<file path="src/hdl/reset_control.sv">
module reset_control #(
	parameter int RESET_HOLD_CYCLES = 65536
) (
	input  logic CLK50MHZ,
	input  logic RESET_N,
	input  logic key_reset_req_i,
	output logic cpu_reset_n_o
);

	localparam int HOLD_W = $clog2(RESET_HOLD_CYCLES + 1);

	logic [1:0] rst_sync;
	logic [HOLD_W-1:0] hold_cnt;

	always_ff @(posedge CLK50MHZ or negedge RESET_N)
	begin
		if (!RESET_N)
		begin
			rst_sync <= 2'b00;
			hold_cnt <= '0;
		end
		else
		begin
			rst_sync <= {rst_sync[0], 1'b1};
			if (key_reset_req_i)
				hold_cnt <= HOLD_W'(RESET_HOLD_CYCLES);	// Restart on every request
			else if (hold_cnt != '0)
				hold_cnt <= hold_cnt - HOLD_W'(1);
		end
	end

	assign cpu_reset_n_o = rst_sync[1] && (hold_cnt == '0);

endmodule

</file>
<file path="config.mk">
export PLATFORM = sky130hd
export DESIGN_NAME = reset_control
export DESIGN_NICKNAME = d
export VERILOG_FILES = /design/src/hdl/reset_control.sv
export SDC_FILE = /design/constraint.sdc
export NUM_CORES = 1
export LEC_CHECK = 0
export BUFFER_PORTS_ARGS = -buffer_cell sky130_fd_sc_hd__buf_2
export CAP_MARGIN = 20
export CORE_MARGIN = 2
export CORE_UTILIZATION = 35
export CTS_CLUSTER_SIZE = 8
export DETAILED_ROUTE_END_ITERATION = 10
export SETUP_SLACK_MARGIN = 0.3
export SYNTH_ARGS = -nofsm -noshare
export SYNTH_HDL_FRONTEND = slang
export SYNTH_SLANG_ARGS = --single-unit
</file>
<file path="constraint.sdc">
create_clock -name CLK50MHZ -period 4.7 [get_ports CLK50MHZ]
set_input_delay 0.94 -clock CLK50MHZ [delete_from_list [all_inputs] [get_ports CLK50MHZ]]
set_output_delay 0.94 -clock CLK50MHZ [all_outputs]
set_load 0.02 [all_outputs]
</file>
==> summary by stage <==
Routing
Once detail routing completed, the nets flagged for antenna violations numbered 0. In the routed layout, each cell is associated on average with a via count of ~5.7. The post-detailed-route DRC marker count is 0.

The starting DRC count in detailed routing is 20. Summed over all layers, the routed wires come to 1.90 mm. The final route contains 788 vias. The routed wirelength normalized by instance count is around 14 um. The number of detailed-route iterations in the first pass is 4.

Final layout
The post-layout net count is 113. The commonest non-fill, non-tap cell in the layout is sky130_fd_sc_hd__dfrtp_1. In the final layout, flip-flops and latches occupy 475 um^2.

The number of diodes added for antenna fixing is 0. The count of fill cells added during filler insertion is 285. Leaving out fill and tap cells, the most frequent cells in the layout are sky130_fd_sc_hd__dfrtp_1 (19), sky130_fd_sc_hd__a21oi_1 (14), sky130_fd_sc_hd__nand2_1 (8). Compared with the post-synthesis result, the final layout area differs by 4.31%. Summing all multi-input logic gate instances after layout gives 519 um^2. The share of cells above drive strength 1 is between 15 and 20%.

STA
Setup repair after global routing left no endpoint under its margin. The final hold violation count is 0. Setup violations remaining at the end of the flow were counted as 0.

The worst path needs 2.83 ns of the cycle, external delays included. The final critical-path setup slack is roughly 1.9 ns. Adding up every negative setup slack in the final design gives 0 ns. Across the routed clock network, the largest skew measured is 0.00471 ns. The number of max-slew violations in the final report came to 0. Headroom to the max-slew limit came out at 58.1%. The final critical-path share of the clock period is 60.3%. Static timing analysis puts the maximum clock frequency at about 0.35 GHz. For the pin with the worst max-slew slack, the measured transition is between 0.6 and 0.7 ns. Final hold analysis gives a worst-case slack of 0.359 ns.

Worst setup path
The worst-case reg-to-reg path depth is 4. The biggest cell delay along the critical path is 0.58 ns. The worst-path maximum fanout is 7. By startpoint and endpoint, the worst setup path is classified as reg -> out.

The slowest library cell on the worst path is sky130_fd_sc_hd__nor4_1. The data arrival time of the critical path is 1.89 ns. The source of the worst register-to-register timing path is hold_cnt[11]. STA puts the critical path data required time at 3.76 ns. The signal on the critical path passes through nor4_1 > nand2_1 > nor3_1 > buf_2.

The reg-to-reg critical path endpoint is hold_cnt[5]. The kind of start point of the critical path is a register. Across all register-to-register paths, the minimum setup slack is 2.61 ns. The worst setup path is captured at an output pin.

CTS
The number of levels the H-tree was split into is 1. The tree is rooted in a sky130_fd_sc_hd__clkbuf_4. The clock insertion delay at the later pin of the skew report is just under 0.3 ns. The number of clock sinks is 19. The number of hold buffers added after CTS was 0. The clock tree from TritonCTS is done. The number of gates resized after CTS is 0. Buffers added to address setup during post-CTS repair amount to 0. The maximum number of buffers from clock root to sink is 2. After clock tree synthesis, the clock-pin slew on the worst setup and hold paths is between 0.1 and 0.15 ns.

The number of buffers created by CTS is 3.

Global route
The first global-routing pass estimated 3.64 mm of wire. The met3 global-route usage is under 10%. After global routing the overflow that remains totals 0. The number of antenna violations at the first check in global routing came to 0. The total global routing track utilization is around 14%. The most crowded layer after global routing is met2. The maximum number of pins on one net before global-route repair is 21.

The number of global-route vias before repair is 789. In the global route stage, met1 resource usage came out at approximately a fifth. In the global route stage, met2 resource usage came out at about a fifth.

Flow run
Max-cap violations in this run came to 0.

Hold path
The startpoint identified for the worst hold timing path is rst_sync[0]. Counting instances, the worst hold path has a depth of 0. The path category of the worst min-delay check is reg -> reg. The path with the worst hold slack has its endpoint at rst_sync[1].

Floorplan
The die covers 3440 um^2. From bottom edge to top edge, the die measures roughly 59 um. The core region is roughly 2800 um^2. The chip width is 58.6 um.

The number of placed I/O pins is 4. The initialized floorplan defines 19 standard-cell rows. The initial core utilization is 37.2%.

Placed design
The final weighted congestion in routability-driven placement is between 0.7 and 0.8. Input and output buffers added on the ports amount to 3. Once detailed placement completed, the half-perimeter wirelength came to 1.32 mm. Before CTS, the worst setup slack after placement is 2.19 ns.

Yosys
The synthesized netlist net count is 109. The register area share after synthesis is 45.5%. Yosys printed 0 warnings.

The post-synthesis average cell area is 9.95 um^2. The number of unique standard cell types used by synthesis is 39. After synthesis the netlist holds a flip-flop and latch count of 19. The cell count after synthesis came out at 105. The synthesized netlist occupies a cell area of 1040 um^2.

Pwr
The worst voltage drop across the vdd grid is 0.198 mV. Overall power consumption after layout is estimated at 613 uW. Dividing total power by cell area gives a power density of 563 nW/um^2. The standby leakage power is 0.456 nW.

Run status
The run finished with clean final reports.
## cell type report
class | count | area share (%)
multi-input cells | 78 | 47.6
flip-flops and latches | 19 | 43.6
well taps | 31 | 3.56
clock buffers | 4 | 2.41
repair buffers | 3 | 1.38
inverters | 4 | 1.38
## cells in the mapped netlist, drive strengths merged
| cell type | n | area, um^2 |
|---|---|---|
| dfrtp | 19 | 475 |
| a21oi | 14 | 70.1 |
| nand2 | 8 | 30.0 |
| o31ai | 7 | 52.6 |
| nor3 | 6 | 35.0 |
| or4 | 5 | 37.5 |
| inv | 4 | 15.0 |
| nand3 | 4 | 25.0 |
| or3 | 4 | 31.3 |
| nand2b | 3 | 18.8 |
| nor2 | 3 | 11.3 |
| nor4 | 3 | 40.0 |
| o21ai | 3 | 15.0 |
| a211o | 2 | 17.5 |
| and3 | 2 | 13.8 |
| buf | 2 | 12.5 |
| mux2 | 2 | 26.3 |
| nor2b | 2 | 12.5 |
| or2 | 2 | 12.5 |
| a2111oi | 1 | 10.0 |
| a211oi | 1 | 7.51 |
| and2 | 1 | 6.26 |
| and4 | 1 | 8.76 |
| clkbuf | 1 | 13.8 |
| conb | 1 | 3.75 |
| dlygate4sd1 | 1 | 8.76 |
| ha | 1 | 12.5 |
| nor3b | 1 | 12.5 |
| o32ai | 1 | 8.76 |
## per-layer routing
layer | routed length (um) | part of all wire, % | vias up
li1 | - | - | 395
met1 | 972 | 51 | 373
met2 | 845 | 44 | 18
met3 | 68 | 3.6 | 2
met4 | 16 | 0.84 | 0
met5 | 0 | 0 | -
## stage by stage
| step | instance area [um^2] | instances | utilization [%] |
|---|---|---|---|
| after floorplan | 1040 | 105 | - |
| after CTS | 1090 | 139 | 38.8 |
| final | 1090 | 139 | 38.8 |
| after detailed placement | 1060 | 135 | 37.9 |
| after global routing | 1090 | 139 | 38.8 |
| after global placement | 1060 | 135 | 37.9 |
## flip-flops by register name (all words and copies together) (netlist names)
name and flops:
hold_cnt 17, rst_sync 2
## cells by family after synthesis
family / Yosys count / share of synthesized area [%]
simple gates: 45 / 28.3
mux: 2 / 2.51
fa+ha+maj: 1 / 1.20
other cells: 1 / 0.359
compound gates: 29 / 17.4
flops: 19 / 45.5
buf+inv: 8 / 4.79
## critical path: cells and delay by family (launching register included)
family,cells,cell delay [ns]
simple gates,3,0.97
flops,1,0.44
buf+inv,1,0.19
## report_power, final
part	internal, mW	switching, mW	leakage [nW]	total, mW
Clock	0.0330	0.0500	0.0150	0.0831
Combinational	0.117	0.148	0.194	0.265
Sequential	0.210	0.0555	0.246	0.265
## worst max-delay path by stage
| stage | from | slack, ns | to | cells past startpoint |
|---|---|---|---|---|
| after floorplan | hold_cnt[0] | 2.25 | cpu_reset_n_o | 5 |
| after global placement | hold_cnt[11] | 2.19 | cpu_reset_n_o | 4 |
| after detailed placement | hold_cnt[11] | 2.19 | cpu_reset_n_o | 4 |
| after CTS | hold_cnt[11] | 1.83 | cpu_reset_n_o | 4 |
| after global routing | hold_cnt[11] | 1.66 | cpu_reset_n_o | 4 |
| final | hold_cnt[11] | 1.87 | cpu_reset_n_o | 4 |
(Power assumes the default switching activity.)
