===== src/hdl/laser310_mem_pkg.sv =====
package laser310_mem_pkg;

	// CPU bus
	typedef logic [15:0] addr_t;
	typedef logic [7:0] data_t;

	// Bus cycle position inside one CPU clock period
	typedef logic [3:0] phase_t;

	// Decoded memory regions
	typedef enum logic [2:0]
	{
		REG_ROM,
		REG_IO,
		REG_VRAM,
		REG_RAM,
		REG_NONE
	} region_t;

	localparam int VRAM_ADDR_W = 11;	// 2 KB at 7000
	localparam int RAM_ADDR_W = 14;		// 16 KB at 7800

	// Bit positions in the 6800 output latch
	localparam int IO_LATCH_SPK_A = 0;
	localparam int IO_LATCH_CASS = 2;
	localparam int IO_LATCH_AG = 3;
	localparam int IO_LATCH_CSS = 4;
	localparam int IO_LATCH_SPK_B = 5;

	localparam data_t BUS_FLOAT = 8'hFF;	// Nothing drives the bus

endpackage


===== src/hdl/cpu_timing.sv =====
module cpu_timing #(
	parameter int FRAME_CYCLES = 1000000,
	parameter int INT_CYCLES = 3200
) (
	input  logic CLK50MHZ,
	input  logic RESET_N,
	input  logic turbo_i,
	output logic cpu_clk_o,
	output logic mem_we_o,
	output logic cpu_int_n_o
);

	typedef enum logic [1:0]
	{
		ST_CLOCK,
		ST_WRITE,
		ST_LATCH,
		ST_WAIT
	} bus_state_t;

	localparam laser310_mem_pkg::phase_t PH_SAMPLE = 4'd3;	// Turbo decision point
	localparam laser310_mem_pkg::phase_t PH_LAST = 4'd13;	// End of a normal period
	localparam int FRAME_W = $clog2(FRAME_CYCLES);

	laser310_mem_pkg::phase_t phase;
	laser310_mem_pkg::phase_t phase_next;
	bus_state_t state;
	logic [FRAME_W-1:0] frame_cnt;

	always_comb
	begin
		if (phase == PH_LAST || (phase == PH_SAMPLE && turbo_i))
			phase_next = '0;
		else
			phase_next = phase + 4'd1;
	end

	// Starting from the last phase makes the first pulse follow reset
	always_ff @(posedge CLK50MHZ or negedge RESET_N)
	begin
		if (!RESET_N)
		begin
			phase <= PH_LAST;
			state <= ST_WAIT;
		end
		else
		begin
			phase <= phase_next;
			case (phase_next)
				4'd0: state <= ST_CLOCK;
				4'd1: state <= ST_WRITE;
				4'd2: state <= ST_LATCH;	// Keyboard byte now visible
				default: state <= ST_WAIT;
			endcase
		end
	end

	assign cpu_clk_o = (state == ST_CLOCK);
	assign mem_we_o = (state == ST_WRITE);

	// Frame interrupt, low for the first INT_CYCLES counts
	always_ff @(posedge CLK50MHZ or negedge RESET_N)
	begin
		if (!RESET_N)
		begin
			frame_cnt <= '0;
			cpu_int_n_o <= 1'b1;
		end
		else
		begin
			if (frame_cnt == FRAME_W'(FRAME_CYCLES - 1))
				frame_cnt <= '0;
			else
				frame_cnt <= frame_cnt + FRAME_W'(1);
			cpu_int_n_o <= (frame_cnt >= FRAME_W'(INT_CYCLES));
		end
	end

	// Write strobe trails the clock pulse by exactly one cycle
	a_clk_then_we: assert property (@(posedge CLK50MHZ) disable iff (!RESET_N)
		cpu_clk_o |-> (!mem_we_o ##1 (mem_we_o && !cpu_clk_o)));

endmodule


===== config.mk =====
export PLATFORM = sky130hd
export DESIGN_NAME = cpu_timing
export DESIGN_NICKNAME = d
export VERILOG_FILES = /design/src/hdl/laser310_mem_pkg.sv /design/src/hdl/cpu_timing.sv
export SDC_FILE = /design/constraint.sdc
export NUM_CORES = 1
export LEC_CHECK = 0
export BUFFER_PORTS_ARGS = -buffer_cell sky130_fd_sc_hd__buf_2
export CORE_AREA = 2 2 70 72
export DETAILED_ROUTE_END_ITERATION = 16
export DIE_AREA = 0 0 72 74
export PLACE_DENSITY = 0.46
export SLEW_MARGIN = 25
export SYNTH_ARGS = -nofsm -noshare
export SYNTH_HDL_FRONTEND = slang
export SYNTH_SLANG_ARGS = --single-unit

===== constraint.sdc =====
create_clock -name CLK50MHZ -period 1.9 [get_ports CLK50MHZ]
set_input_delay 0.38 -clock CLK50MHZ [delete_from_list [all_inputs] [get_ports CLK50MHZ]]
set_output_delay 0.38 -clock CLK50MHZ [all_outputs]
set_load 0.01 [all_outputs]

==> metrics.md <==
| Metric | Value |
|---|---|
| Crit-path max FO | `5` |
| Synth Instances | `132` |
| Worst EP required | `2.10 ns` |
| Initial DRC count | `72` |
| Core area | `4598 µm²` |
| R2R cell count | `5` |
| Worst-margin pin slew | `0.5939 ns` |
| Seq/Total Area, Yosys | `51.08%` |
| DRC viols | `0` |
| Filler cells | `470` |
| Die footprint | `5328 µm²` |
| Worst EP arrival | `2.00 ns` |
| Num CTS Buffers | `3` |
| Layout area overhead | `15.90%` |
| Drt total wl | `2575 µm` |
| Clock skew | `0.002314 ns` |
| Dpl cell area | `1475 µm²` |
| Yosys warnings | `0` |
| Clock root buffer | `clkbuf_8` |
| Number of global-route vias before repair | `1,016` |
| Clock tree sinks | `27` |
| Antenna Cells | `0` |
| Die height | `74 µm` |
| PwrDens | `829.2 nW/µm²` |
| CP Class | `flip-flop to flip-flop` |
| Status | `complete, no violations` |
| Clk_lat worst skew | `0.27 ns` |
| Max-slew violations | `0` |
| Cell Rows | `25` |
| R2R Path Start | `frame_cnt[0]` |
| Drt pass-1 iters | `4` |
| Clk slew on worst S/H paths | `0.09 ns` |
| Post-route ant nets | `0` |
| VDD IR max | `0.3319 mV` |
| Routed length per instance | `12.75 µm` |
| Syn Area/Cell | `10.13 µm²` |
| Overflow after GRT | `0` |
| Max Fclk | `556.5 MHz` |
| Layout Nets | `156` |
| Synth Net Count | `139` |
| TNS Setup | `0 ns` |
| Top_reg_cell synth | `dfrtp_1` |
| Vias post-DR | `1,014` |
| Count of cell types in the netlist | `30` |
| Largest net degree at the start of global routing | `28` |
| Vias per cell | `5.020` |
| CP Launch Type | `flip-flop` |
| Design Power | `1.286 mW` |
| Die width | `72 µm` |
| Final worst-path cycle share | `94.57%` |
| Util after Layout | `33.71%` |
| H-Tree Depth | `1` |
| Lkg Pwr | `0.7023 nW` |
| Hold Vio Cnt, Final | `0` |
| Ys async rst share | `100.0%` |
| Layout cells sized above 1 | `21.62%` |
| IO Pins | `6` |
| Relative slew margins | `60.40%` |
| Total track usage | `11.04%` |
| Fin Hold WS | `0.1014 ns` |
| First-pass GRT wire length | `4533 µm` |
| Design area | `1550 µm²` |
| Endpoint type of the worst setup path | `flip-flop` |
| MaxCap Viol Count | `0` |
| PortBufs | `5` |
| Hpwl dp | `1860 µm` |
| CTS max path bufs | `2` |
| GP Congestion | `0.7608` |
| Hold crit path type | `primary input to asynchronous set/reset pin` |
| Crit path from | `frame_cnt[0]` |
| Cell area after synthesis | `1338 µm²` |
| Initial Utilization | `29.09%` |
| Yosys reg bits | `27` |
| Cts hold-fix bufs | `0` |
| Period minus WS final | `1.797 ns` |
| # setup viols final | `0` |
| CTS tree | `built` |
| Post-synth EDFFs | `0` |
| Initial antenna violation count | `0` |
## synthesized netlist by cell type (4+ instances only)
| cell | count | area [µm²] |
|---|---|---|
| ha_1 | 4 | 50.05 |
| nand3_1 | 8 | 40.04 |
| nor3_1 | 4 | 20.02 |
| dfstp_2 | 6 | 157.7 |
| inv_1 | 7 | 26.28 |
| xor2_1 | 7 | 61.31 |
| dfrtp_1 | 21 | 525.5 |
| xnor2_1 | 8 | 70.07 |
| nand4_1 | 6 | 37.54 |
| a21oi_1 | 4 | 20.02 |
| nor2_1 | 15 | 56.30 |
| nand2_1 | 5 | 18.77 |
| and3_1 | 4 | 25.02 |
| o21ai_0 | 8 | 40.04 |
| or3_1 | 4 | 25.02 |
## power breakdown
part           leakage [nW]  total, mW  switching (mW)  internal [mW]
logic                 0.341      0.255           0.133          0.121
clock network        0.0217      0.330           0.182          0.149
registers             0.339      0.701          0.0568          0.644
## routing by layer
| metal | up-vias | global-route usage, % | part of all wire, % |
|---|---|---|---|
| met5 | - | 0 | 0 |
| met4 | 0 | 5.660 | 1.7 |
| met3 | 4 | 2.439 | 2.9 |
| met2 | 14 | 17.49 | 47 |
| met1 | 497 | 14.30 | 48 |
| li1 | 499 | - | - |
## worst max-delay path, stage by stage, from the launching register on
cell and delay (ns):
dfrtp_1 0.42, ha_2 0.22, nand4_1 0.12, or4_4 0.51
or3_1 0.32, a21oi_1 0.14
## registers in the layout, summed over array words and instances, names as in the netlist
register / cells
frame_cnt: 20
phase: 4
state: 2
cpu_int_n_o: 1
## cells in the final DEF, fill, tap and decap left out, types with 3 or more instances in the layout
| cell type | count |
|---|---|
| or3_1 | 4 |
| dfstp_2 | 6 |
| nor2_1 | 15 |
| ha_1 | 3 |
| or2_2 | 3 |
| nor4_1 | 3 |
| nand2_1 | 5 |
| a21oi_1 | 4 |
| o21ai_0 | 8 |
| nand3_1 | 8 |
| xnor2_1 | 8 |
| buf_4 | 9 |
| nor3_1 | 4 |
| xor2_1 | 7 |
| dfrtp_1 | 21 |
| nand4_1 | 6 |
| inv_1 | 7 |
| buf_2 | 5 |
| and3_1 | 4 |
| clkbuf_8 | 3 |
## metrics by stage
step,std cells,setup WS (ns)
after global placement,196,0.1270
final,202,0.1031
after detailed placement,196,0.07176
after CTS,200,0.05880
after global routing,202,-0.009846
after floorplan,132,0.09709
## cells by family (layout without fill, tap and decap cells)
group | after synthesis | in the layout | synth area share [%]
xor+xnor | 15 | 15 | 9.823
compound gates | 17 | 17 | 7.391
simple gates | 60 | 60 | 25.44
flops | 27 | 27 | 51.08
fa+ha+maj | 4 | 4 | 3.742
buf+inv | 9 | 25 | 2.526
## cell type report
type                       count  area, µm²  area share [%]
clock buffer                   3      41.29           2.663
clock inverter                 1      7.507          0.4843
inverter                       7      26.28           1.695
multi-input combinational     96      631.9           40.76
sequential                    27      683.2           44.07
tap                           54      67.56           4.358
timing repair buffer          14      92.59           5.973
## worst paths after layout
check	endpoint	slack, ns
min reg2reg	frame_cnt[4]	0.51
max reg2reg	frame_cnt[18]	0.10
min in group CLK50MHZ	phase[2]	0.50
max	frame_cnt[18]	0.10
max in group asynchronous	frame_cnt[5]	1.41
min	phase[1]	0.10
## timing repair
action / 4_1_cts / 5_1_grt
hold endpoints to repair: 0 / 0
setup endpoints to repair: 0 / 7
setup buffers: 0 / 2
gates resized for setup: 0 / 3
(Power assumes the default switching activity.)
