===== src/hdl/laser310_kbd_pkg.sv =====
package laser310_kbd_pkg;

	typedef logic [7:0] scan_code_t;

	// Active low, bit 8*row+column
	typedef logic [63:0] key_matrix_t;

	// Column read result KD5..KD0
	typedef logic [5:0] key_cols_t;

	localparam int KEY_ROWS = 8;
	localparam int KEY_COLS = 6;

	// PS/2 set 2 codes with a special meaning
	localparam scan_code_t SC_CTRL = 8'h14;
	localparam scan_code_t SC_F12 = 8'h07;

	// Ctrl sits in row 1, column 2
	localparam int KEY_CTRL_BIT = 10;

endpackage


===== src/hdl/laser310_mem_pkg.sv =====
package laser310_mem_pkg;

	// CPU bus
	typedef logic [15:0] addr_t;
	typedef logic [7:0] data_t;

	// Bus cycle position inside one CPU clock period
	typedef logic [3:0] phase_t;

	// Decoded memory regions
	typedef enum logic [2:0]
	{
		REG_ROM,
		REG_IO,
		REG_VRAM,
		REG_RAM,
		REG_NONE
	} region_t;

	localparam int VRAM_ADDR_W = 11;	// 2 KB at 7000
	localparam int RAM_ADDR_W = 14;		// 16 KB at 7800

	// Bit positions in the 6800 output latch
	localparam int IO_LATCH_SPK_A = 0;
	localparam int IO_LATCH_CASS = 2;
	localparam int IO_LATCH_AG = 3;
	localparam int IO_LATCH_CSS = 4;
	localparam int IO_LATCH_SPK_B = 5;

	localparam data_t BUS_FLOAT = 8'hFF;	// Nothing drives the bus

endpackage


===== src/hdl/io_port.sv =====
module io_port (
	input  logic CLK50MHZ,
	input  logic RESET_N,
	input  logic io_we_i,
	input  laser310_mem_pkg::data_t cpu_do_i,
	input  laser310_kbd_pkg::key_cols_t key_cols_i,
	input  logic cass_in_i,
	input  logic mem_we_i,
	output laser310_mem_pkg::data_t io_rd_data_o,
	output logic [1:0] speaker_o,
	output logic cass_out_o,
	output logic vdg_ag_o,
	output logic vdg_css_o
);

	laser310_mem_pkg::data_t out_latch;

	always_ff @(posedge CLK50MHZ or negedge RESET_N)
	begin
		if (!RESET_N)
			out_latch <= '0;
		else if (io_we_i)
			out_latch <= cpu_do_i;
	end

	// Bit 7 always reads high, cassette input is inverted
	always_ff @(posedge CLK50MHZ)
	begin
		if (mem_we_i)
			io_rd_data_o <= {1'b1, ~cass_in_i, key_cols_i};
	end

	assign speaker_o = {out_latch[laser310_mem_pkg::IO_LATCH_SPK_A],
		out_latch[laser310_mem_pkg::IO_LATCH_SPK_B]};
	assign cass_out_o = out_latch[laser310_mem_pkg::IO_LATCH_CASS];
	assign vdg_ag_o = out_latch[laser310_mem_pkg::IO_LATCH_AG];	// Graphics mode
	assign vdg_css_o = out_latch[laser310_mem_pkg::IO_LATCH_CSS];	// Colour set

endmodule


===== config.mk =====
export PLATFORM = sky130hd
export DESIGN_NAME = io_port
export DESIGN_NICKNAME = d
export VERILOG_FILES = /design/src/hdl/laser310_kbd_pkg.sv /design/src/hdl/laser310_mem_pkg.sv /design/src/hdl/io_port.sv
export SDC_FILE = /design/constraint.sdc
export NUM_CORES = 1
export LEC_CHECK = 0
export ABC_AREA = 1
export BUFFER_PORTS_ARGS = -buffer_cell sky130_fd_sc_hd__buf_4
export CAP_MARGIN = 10
export CORE_AREA = 5 5 42 44
export CTS_CLUSTER_SIZE = 25
export DETAILED_ROUTE_END_ITERATION = 10
export DIE_AREA = 0 0 47 49
export MAX_ROUTING_LAYER = met4
export PLACE_DENSITY = 0.77
export SYNTH_ARGS = -nofsm -noshare
export SYNTH_HDL_FRONTEND = slang
export SYNTH_SLANG_ARGS = --single-unit
export TNS_END_PERCENT = 5

===== constraint.sdc =====
create_clock -name CLK50MHZ -period 0.9 [get_ports CLK50MHZ]
set_clock_uncertainty 0.2 [all_clocks]
set_input_delay 0.27 -clock CLK50MHZ [delete_from_list [all_inputs] [get_ports CLK50MHZ]]
set_output_delay 0.27 -clock CLK50MHZ [all_outputs]
set_load 0.02 [all_outputs]

==> summary by stage <==
Pwr
Summed over all nets, the switching power comes to 0.3043 mW. The worst voltage drop across the vdd grid is 583.7 uV. The cell-internal power is 0.9496 mW.

The cell area power density is 1728 mW/mm^2. The total chip power is 1.254 mW. The combinational fraction of design power is 20.9%. The leakage power is 0.3633 nW. The part of the total power dissipated in sequential elements is 52.4%. The switching power share of the total is 24.27%.

The share of total power dissipated in the clock network is 26.7%.

GRT
The total global-route track usage is 10.11%. Entering global routing, the biggest net connects 8 pins. The initial antenna violation count was 0. For this run the aggregate overflow at the end of global routing stands at 0. The via count of the first global-routing pass is 336. The wire length of the first global-routing pass is 1.538 mm.

Timing
Setup repair after global routing could not meet its margin everywhere. The final worst-path setup slack is -383.5 ps. The shortest clock period the worst path allows after layout is 1283 ps. The total count of max-transition violations in the final report is 0.

The worst hold margin is -25.26 ps. The count of final hold-check violations was 7. Derived from the worst setup path, the maximum achievable clock frequency is 779.1 MHz. The fraction of the cycle the final worst path needs is 142.6%. The final setup violation count is 14. The accumulated negative setup slack is -4506 ps.

Logic synthesis
In the post-synthesis netlist, the biggest area contributors are sky130_fd_sc_hd__edfxtp_1 51%, sky130_fd_sc_hd__dfrtp_1 30%, sky130_fd_sc_hd__nand2_1 14%. The number of synthesis warnings is 0. The mean post-synth cell area is 13.24 sq um.

For this run, the register share of the synthesized area comes to 81.71%. The synthesized flop and latch total is 12. The synthesized netlist net count is 50. Synthesis instantiated 7 different standard cells from the library. The cell type with the largest total area after synthesis is sky130_fd_sc_hd__edfxtp_1.

The summed instance area of the synthesized netlist is 410.4 sq um. The cell count after synthesis came out at 31. Summed over its instances, the top area cell type makes up 51.22% of the synthesized netlist area.

Clocking
The CTS sink count is 12. After clock tree synthesis, the flow added hold-fix buffers numbering 1. TritonCTS created 3 clock buffers. The buffer levels on the longest clock path is 2. After clock tree synthesis, the clock-pin slew on the worst setup and hold paths is 70 ps. The TritonCTS clock tree is built. The clock insertion delay at the later pin of the skew report is 260 ps.

In this run the number of H-tree levels came out at 1. The cell sitting at the root of the clock tree is a sky130_fd_sc_hd__clkbuf_4.

Floorplan
The core region is 0.001401 sq mm. The die covers 0.002303 sq mm. For this design the top-level I/O count stands at 32.

The die is 49 um tall. From left edge to right edge, the die measures 47 um. Once the floorplan was initialized, standard cells occupied 29.29% of the core. In this run the core area contains 14 standard-cell rows.

Final layout
In the final layout, the share of cells above drive strength 1 is 52.31%. Compared with the post-synthesis result, the final layout area differs by 76.83%. Excluding fillers, the count of instances in the completed layout stands at 81. The leading cell type in the layout, fill and taps excluded is sky130_fd_sc_hd__buf_4.

The count of nets after finishing is 85. The number of antenna diodes in the final layout is 0. The final core utilization is 51.79%. In the layout the commonest cells are 19 x sky130_fd_sc_hd__buf_4, 15 x sky130_fd_sc_hd__nand2_1, 11 x sky130_fd_sc_hd__buf_6, 7 x sky130_fd_sc_hd__edfxtp_1, 5 x sky130_fd_sc_hd__dfrtp_1.

Setup path
Along the worst path, the maximum fanout reaches 1. The worst endpoint data arrival time is 810 ps. The critical path goes through buf_6. The gate family responsible for the most delay along the worst path is flip-flops. STA classifies the critical path startpoint as a flip-flop. The number of buffers and inverters on the critical path is 1.

The critical path required time is 430 ps. The capturing element type of the critical path is an output port. The slowest stage of the critical path belongs to the cell sky130_fd_sc_hd__edfxtp_1. The delay of the slowest cell on the worst path is 400 ps.

The type of the worst setup path is flip-flop to output port.

Hold path
The type of the worst min-delay path is primary input to flip-flop.

Detailed routing
Once detail routing completed, the nets flagged for antenna violations numbered 0. The wire length after detailed routing is 961 um. In the final routed layout, each cell accounts on average for 11.86 um.

The first-pass iteration count of the detailed router is 1. In the routed design, unresolved DRC markers number 0. The via count is 332. The first routing iteration left 0 violations. The detail-routed via count per cell is 4.099.

Placed design
In this run, placement finished with an instance count of 75. The final RePlAce weighted congestion is 0.6296. In this run the tool buffered the top-level ports with 27 buffer cells.

After legalization and detailed placement, the total HPWL measured 792.1 um.

Run status
The run finished, with violations left. The checks that failed: negative hold slack, negative setup slack.

Run
Across the run, the number of max-cap violations was 0.
## cells in the mapped netlist
master / number
sky130_fd_sc_hd__buf_4: 1
sky130_fd_sc_hd__nand2_1: 15
sky130_fd_sc_hd__inv_1: 1
sky130_fd_sc_hd__edfxtp_1: 7
sky130_fd_sc_hd__dfrtp_1: 5
sky130_fd_sc_hd__conb_1: 1
sky130_fd_sc_hd__inv_2: 1
## state kept, by name, indices dropped and copies added (netlist names)
| name | cells |
|---|---|
| out_latch | 5 |
| io_rd_data_o | 7 |
## path summary, 6_finish.rpt
path	from	to	slack, ps	cells past startpoint
worst max-delay path	io_rd_data_o[6]	io_rd_data_o[6]	-380	1
worst min register to register	out_latch[3]	out_latch[3]	300	2
max in group asynchronous	RESET_N	out_latch[2]	230	2
worst min-delay path	key_cols_i[5]	io_rd_data_o[5]	-30	1
worst max register to register	out_latch[0]	out_latch[0]	-120	4
min in group asynchronous	RESET_N	out_latch[0]	150	2
## stage by stage
| stage | area (sq um) | worst slack, ps |
|---|---|---|
| 6_report | 725.7 | -383.5 |
| 3_5_place_dp | 640.6 | -100.9 |
| 3_3_place_gp | 640.6 | -84.73 |
| 5_1_grt | 725.7 | -432.3 |
| 2_1_floorplan | 410.4 | -19.46 |
| 4_1_cts | 714.4 | -396.0 |
## power groups by stage
stage | Clock [mW] | Combinational [mW] | Sequential [mW]
CTS | 0.347 | 0.258 | 0.657
finish | 0.335 | 0.262 | 0.657
global placement | 0 | 0.228 | 0.659
global route | 0.394 | 0.283 | 0.662
floorplan | 0 | 0.0277 | 0.719
detailed placement | 0 | 0.232 | 0.661
## cell type report
type / count / area [sq um]
clock buffers: 4 / 26.28
fillers: 133 / 675.6
inverters: 2 / 7.507
multi-input cells: 16 / 60.06
flip-flops and latches: 12 / 335.3
well taps: 16 / 20.02
repair buffers: 31 / 276.5
## repair_timing
action / in CTS / in global routing
buffers inserted: 0 / 1
hold endpoints to repair: 13 / 7
setup endpoints to repair: 14 / 14
resized for setup: 10 / 1
gates cloned: 0 / 0
## layer usage
metal | global-route usage [%] | vias up | routed length [um]
met5 | - | - | 0
met4 | 6.912 | 0 | 25
met3 | 6.642 | 4 | 181
met2 | 13.80 | 25 | 397
met1 | 10.11 | 138 | 356
li1 | - | 165 | -
## logic make-up after synthesis
kind of cell	count (synthesis)	synth area share, %
other	1	0.9138
buffers and inverters	3	3.657
AND/OR/NAND/NOR	15	13.72
flip-flops	12	81.71
Note: power is estimated with default switching activity, not from simulation.
