## config.mk

```make
export PLATFORM = sky130hd
export DESIGN_NAME = addr_decode
export DESIGN_NICKNAME = d
export VERILOG_FILES = /design/src/hdl/laser310_mem_pkg.sv /design/src/hdl/addr_decode.sv
export SDC_FILE = /design/constraint.sdc
export NUM_CORES = 1
export LEC_CHECK = 0
export ABC_AREA = 1
export BUFFER_PORTS_ARGS = -buffer_cell sky130_fd_sc_hd__buf_4
export CORE_AREA = 2 2 39 41
export DETAILED_ROUTE_END_ITERATION = 6
export DIE_AREA = 0 0 41 43
export GPL_TIMING_DRIVEN = 0
export PLACE_DENSITY = 0.8
export SYNTH_ARGS = -nofsm -noshare
export SYNTH_HDL_FRONTEND = slang
export SYNTH_SLANG_ARGS = --single-unit
```

## constraint.sdc

```tcl
create_clock -name vclk -period 0.8
set_input_delay 0.08 -clock vclk [all_inputs]
set_output_delay 0.08 -clock vclk [all_outputs]
set_load 0.005 [all_outputs]
```

## src/hdl/laser310_mem_pkg.sv

```systemverilog
package laser310_mem_pkg;

	// CPU bus
	typedef logic [15:0] addr_t;
	typedef logic [7:0] data_t;

	// Bus cycle position inside one CPU clock period
	typedef logic [3:0] phase_t;

	// Decoded memory regions
	typedef enum logic [2:0]
	{
		REG_ROM,
		REG_IO,
		REG_VRAM,
		REG_RAM,
		REG_NONE
	} region_t;

	localparam int VRAM_ADDR_W = 11;	// 2 KB at 7000
	localparam int RAM_ADDR_W = 14;		// 16 KB at 7800

	// Bit positions in the 6800 output latch
	localparam int IO_LATCH_SPK_A = 0;
	localparam int IO_LATCH_CASS = 2;
	localparam int IO_LATCH_AG = 3;
	localparam int IO_LATCH_CSS = 4;
	localparam int IO_LATCH_SPK_B = 5;

	localparam data_t BUS_FLOAT = 8'hFF;	// Nothing drives the bus

endpackage

```

## src/hdl/addr_decode.sv

```systemverilog
module addr_decode (
	input  logic CLK50MHZ,
	input  logic RESET_N,
	input  laser310_mem_pkg::addr_t cpu_addr_i,
	input  logic cpu_mreq_i,
	input  logic cpu_rd_i,
	input  logic cpu_wr_i,
	input  logic mem_we_i,
	input  laser310_mem_pkg::data_t vram_q_i,
	input  laser310_mem_pkg::data_t ram_q_i,
	input  laser310_mem_pkg::data_t io_rd_data_i,
	output logic vram_we_o,
	output logic ram_we_o,
	output logic io_we_o,
	output laser310_mem_pkg::data_t cpu_di_o
);

	laser310_mem_pkg::region_t region;
	logic wr_cycle;
	logic any_we;

	// Only A15..A11 matter for the map
	always_comb
	begin
		casez (cpu_addr_i[15:11])
			5'b00???, 5'b010??: region = laser310_mem_pkg::REG_ROM;	// System and DOS ROM
			5'b01101: region = laser310_mem_pkg::REG_IO;
			5'b01110: region = laser310_mem_pkg::REG_VRAM;
			5'b01111, 5'b100??, 5'b1010?, 5'b10110: region = laser310_mem_pkg::REG_RAM;
			default: region = laser310_mem_pkg::REG_NONE;
		endcase
	end

	assign wr_cycle = mem_we_i && cpu_mreq_i && cpu_wr_i;
	assign vram_we_o = wr_cycle && (region == laser310_mem_pkg::REG_VRAM);
	assign ram_we_o = wr_cycle && (region == laser310_mem_pkg::REG_RAM);
	assign io_we_o = wr_cycle && (region == laser310_mem_pkg::REG_IO);
	assign any_we = vram_we_o || ram_we_o || io_we_o;

	always_comb
	begin
		if (!(cpu_mreq_i && cpu_rd_i))
			cpu_di_o = laser310_mem_pkg::BUS_FLOAT;
		else
		begin
			case (region)
				laser310_mem_pkg::REG_VRAM: cpu_di_o = vram_q_i;
				laser310_mem_pkg::REG_RAM: cpu_di_o = ram_q_i;
				laser310_mem_pkg::REG_IO: cpu_di_o = io_rd_data_i;
				default: cpu_di_o = laser310_mem_pkg::BUS_FLOAT;	// ROMs are gone
			endcase
		end
	end

	// One target per write, and the strobe never stretches past a clock
	a_single_we: assert property (@(posedge CLK50MHZ) disable iff (!RESET_N)
		any_we |-> ($onehot({vram_we_o, ram_we_o, io_we_o}) ##1 !any_we));

endmodule

```

==> results of run 1 <==
routing by layer:
layer	vias to the layer above	share of wire
met3	6	0.075
met1	307	0.35
met2	39	0.54
met5	-	0
met4	0	0.032
li1	368	-
kinds of logic after synthesis:
group | Yosys count
and+or+nand+nor | 59
buffers and inverters | 21
cells in the mapped netlist:
cell type / number
inv_1: 19
inv_2: 2
nand2_1: 4
nand2_2: 3
nand2_4: 3
nand3_1: 11
nand3_4: 2
nand4_1: 9
nor2_1: 24
nor2_2: 3
critical path, delay by kind of cell:
kind / cells / cell delay [ns]
buffers and inverters: 3 / 0.39
and+or+nand+nor: 5 / 0.44
how the worst min path moves through the flow:
stage,startpoint,to,slack [ns],depth (start not counted)
2_1_floorplan,cpu_mreq_i,io_we_o,0.30,2
3_3_place_gp,ram_q_i[3],cpu_di_o[3],0.49,4
3_5_place_dp,ram_q_i[3],cpu_di_o[3],0.49,4
4_1_cts,ram_q_i[3],cpu_di_o[3],0.49,4
5_1_grt,ram_q_i[0],cpu_di_o[0],0.50,4
6_report,ram_q_i[0],cpu_di_o[0],0.48,4
power by group:
part | internal [uW] | total, uW | switching, uW
logic | 246 | 438 | 192
registers | 0 | 0 | 0
clock network | 0 | 0 | 0
placed cells by master, fill, tap and decap left out:
cell	n
nand3_2	1
inv_8	1
inv_1	16
buf_8	1
inv_2	2
nand3_1	11
nand4_1	9
inv_6	2
nor2_2	2
nand2_8	2
nor2_4	4
nand2_1	3
buf_6	5
buf_12	4
nand3_4	2
nand2_4	5
nor2_1	21
nand2_2	2
buf_4	41
stage by stage:
stage,utilization,hold WS (ns),total power (uW)
after floorplan,-,0.298,123
after global placement,0.543,0.485,294
after detailed placement,0.543,0.485,298
after CTS,0.656,0.488,390
after global routing,0.714,0.495,470
final,0.714,0.476,438
final cells by class:
class | count | area (um^2) | area share
Inverter | 21 | 96.3 | 0.0975
Tap cell | 16 | 20.0 | 0.0203
Timing Repair Buffer | 51 | 459 | 0.465
Multi-Input combinational cell | 62 | 413 | 0.418
repair_timing:
item                       in CTS  in global routing
hold buffers                    0                  0
gates cloned                    3                  0
gates resized for setup        20                 17
pin swaps                      17                 11
setup endpoints to repair      11                 11
buffers inserted                5                  2
==> metrics.txt, run 1 <==
status finished, violations left; failing checks setup timing; Sequential cell area 0 um^2; die width just over 40 um; row count 14; final worst slack -0.192 ns; flip-flop and latch count 0; number of global-route vias before repair 600; pwr/cell area 444 nW/um^2; GRT Residual Overflow 0; Max-slew headroom 0.829; minimum clock period 0.992 ns; Crit. Startpoint cpu_addr_i[13]; pin count of the biggest net entering global routing 9; all-layer global routing usage 0.186; Cells after Synth 80; Post-Synth XOR/XNOR Area 0; syn nets 126; Post-DRT Antenna Nets 0; simple-gate portion of the synthesized area 0.804; max incr delay on CP 0.16 ns; Leakage Power 0.000521 uW; Max-cap violations 0; DP Cell Count 140; GRT busiest layer met2; Residual DRC 0; Area after DPL around 750 um^2; Synth Area per Inst 5.02 um^2; clock buf count 0; post-route cell area 988 um^2; die height 43 um; post-route insts no fill 150; Initial Util 0.290; final WL 1.79 mm; Mapped Area ~400 um^2; Max IR drop VDD between 0.3 and 0.4 mV; critical path peak fanout 3; via density per instance 4.80; post-DP HPWL 1.07 mm; via count 720; synth top area cells nor2_1 22%, inv_1 18%, nand4_1 14%; Worst Setup End Kind output pin; nets 182; setup TNS -1.55 ns; CP max-delay cell buf_4; post-synthesis mux area share 0; core area around 1400 um^2; warnings from Yosys 0; Critical Path RT ~0.72 ns; global-route wire length before repair around 2.4 mm; I/O pins 57; Post-Place Worst Slack -0.260 ns; critical path class primary input to output pin; RSZ-0062 raised after global routing yes; Worst Max-Slew Pin Slew 0.257 ns; initial antenna violation count 0; number of distinct library cells after synthesis 10; Starting DRT DRC Count 8; Slew Limit Fails 0; cell taking the most area after synthesis nor2_1; share of cells above drive strength 1 0.552; Hold Path Class primary input to output pin; M2 GR Usage 0.350; fill cell count 113; die area around 1800 um^2; combinational family with the most area after synthesis simple AND/OR/NAND/NOR gates; Adder-Cell Fraction of Synth Area 0; Synth top area share 0.224; Avg WL per Cell 11.9 um; met3 usage 0; Synth Area in Compound Gates 0; Layout area overhead 146%; met1 Use GR 0.234; 1st-pass router iterations 4; CP startpoint kind primary input; critical path data arrival time approximately 0.9 ns; Seq/Total Area, Yosys 0; number of port buffers between 40 and 50; final hold vios 0; gp weighted congestion 0.620; crit-path most repeated cell buf_4; Worst Setup EP cpu_di_o[4]; CP cell instances buf_8 > nand2_8 > nor2_4 > nand2_4 > buf_4 > nand3_1 > nand4_1 > buf_4; Final Cycle Share 1.24; Setup violations, final 10; antenna cell count 0; Max Freq 1.01 GHz
Power figures use the tool's default switching activity.
==> inputs of run 2 (changes only) <==
CELL_PAD_IN_SITES_DETAIL_PLACEMENT = 0   (was not set)
CELL_PAD_IN_SITES_GLOBAL_PLACEMENT = 1   (was not set)
CORE_AREA = not set   (was 2 2 39 41)
CORE_ASPECT_RATIO = 0.6   (was not set)
CORE_MARGIN = 2   (was not set)
CORE_UTILIZATION = 17   (was not set)
DIE_AREA = not set   (was 0 0 41 43)
PLACE_DENSITY = not set   (was 0.8)
PLACE_DENSITY_LB_ADDON = 0.1   (was not set)
==> metrics.txt, run 2 (same netlist as run 1, synthesis figures left out) <==
status finished, violations left; failing checks setup timing; number of port buffers 44; Residual DRC 0; Critical Path RT a little over 0.7 ns; nets 181; Avg WL per Cell 11.5 um; final WL 1.88 mm; post-DP HPWL 1.22 mm; antenna cell count 0; final hold vios 0; CP startpoint kind primary input; Starting DRT DRC Count 18; P_sw about 190 uW; CP max-delay cell nor2_4; Slew Limit Fails 0; CP cell instances buf_12 > nor2_4 > nand3_4 > nand3_4 > nand4_1 > buf_4; Leakage Power 0.000506 uW; Setup violations, final 11; Hold Path Class primary input to output pin; clock buf count 0; die area about 2800 um^2; crit-path most repeated cell nand3_4; clock share of power 0; Initial Util 0.183; max incr delay on CP 0.16 ns; Post-DRT Antenna Nets 0; critical path data arrival time 0.93 ns; minimum clock period between 1 and 1.5 ns; DP Cell Count 154; Post-Place Worst Slack -0.304 ns; final worst slack -0.209 ns; Worst Max-Slew Pin Slew 0.265 ns; power share of the sequential group 0; GRT Residual Overflow 0; Max Freq 0.991 GHz; flip-flop and latch count 0; most frequent cells in the layout 45 x buf_4, 21 x nor2_1, 16 x inv_1; critical path class primary input to output pin; die height 41.7 um; row count 13; all-layer global routing usage 0.139; Worst Setup End Kind output pin; gp weighted congestion 0.728; pwr/cell area 438 nW/um^2; setup TNS -1.62 ns; initial antenna violation count 0; global-route wire length before repair 3.05 mm; Worst Path Buf+Inv 2; power consumption 433 uW; Max IR drop VDD 0.126 mV; via density per instance approximately 4.2; I/O pins 57; die width 66.8 um; share of cells above drive strength 1 0.556; Max-cap violations 0; Int Pwr around 240 uW; core area 2200 um^2; Hold Buf Count CTS 0; WHS 0.472 ns; post-route insts no fill 163; Sequential cell area 0 um^2; Gate power share 1.000; number of global-route vias before repair 635; most common cell after layout, fill and taps aside buf_4; Top delay family on crit path simple AND/OR/NAND/NOR gates; 1st-pass router iterations 2; switch share 0.442; pin count of the biggest net entering global routing 9; Max-slew headroom 0.823; critical path peak fanout 8; Layout area overhead 146%; Final Cycle Share 1.26; RSZ-0062 raised after global routing yes; via count 680
[run 2: cell types whose count changed in the layout (fill, tap and decap cells not counted), sizes merged]
cell   delta
nand2     -1
[run 2: power groups by stage]
stage	Combinational, uW	Clock, uW	Sequential [uW]
2_1_floorplan	123	0	0
3_3_place_gp	305	0	0
3_5_place_dp	307	0	0
4_1_cts	390	0	0
5_1_grt	473	0	0
6_report	433	0	0
[run 2: area by class of cell]
cell class | count | area [um^2]
timing repair buffer | 51 | 440
fill | 236 | 1210
multi-input combinational | 61 | 412
inverter | 21 | 98.8
tap | 30 | 37.5
[run 2: metrics by stage]
stage,utilization,area (um^2)
CTS,0.413,906
global route,0.450,988
finish,0.450,988
floorplan,-,402
global placement,0.350,769
detailed placement,0.350,769
[run 2: final timing paths]
| kind | from | to | cells past startpoint |
|---|---|---|---|
| worst min-delay path | ram_q_i[1] | cpu_di_o[1] | 4 |
| worst max-delay path | cpu_addr_i[12] | cpu_di_o[0] | 6 |
[run 2: layer usage]
| layer | GRT usage | routed length [um] | up-vias |
|---|---|---|---|
| met4 | 0 | 0 | 0 |
| met5 | 0 | 0 | - |
| li1 | - | - | 365 |
| met1 | 0.221 | 885 | 289 |
| met3 | 0.0108 | 151 | 0 |
| met2 | 0.214 | 838 | 26 |
[run 2: repair_timing]
| action | 4_1_cts | 5_1_grt |
|---|---|---|
| gates cloned | 2 | 0 |
| endpoints found under the setup margin | 11 | 11 |
| pin swaps | 14 | 14 |
| gates resized for setup | 19 | 18 |
| buffers inserted | 5 | 2 |
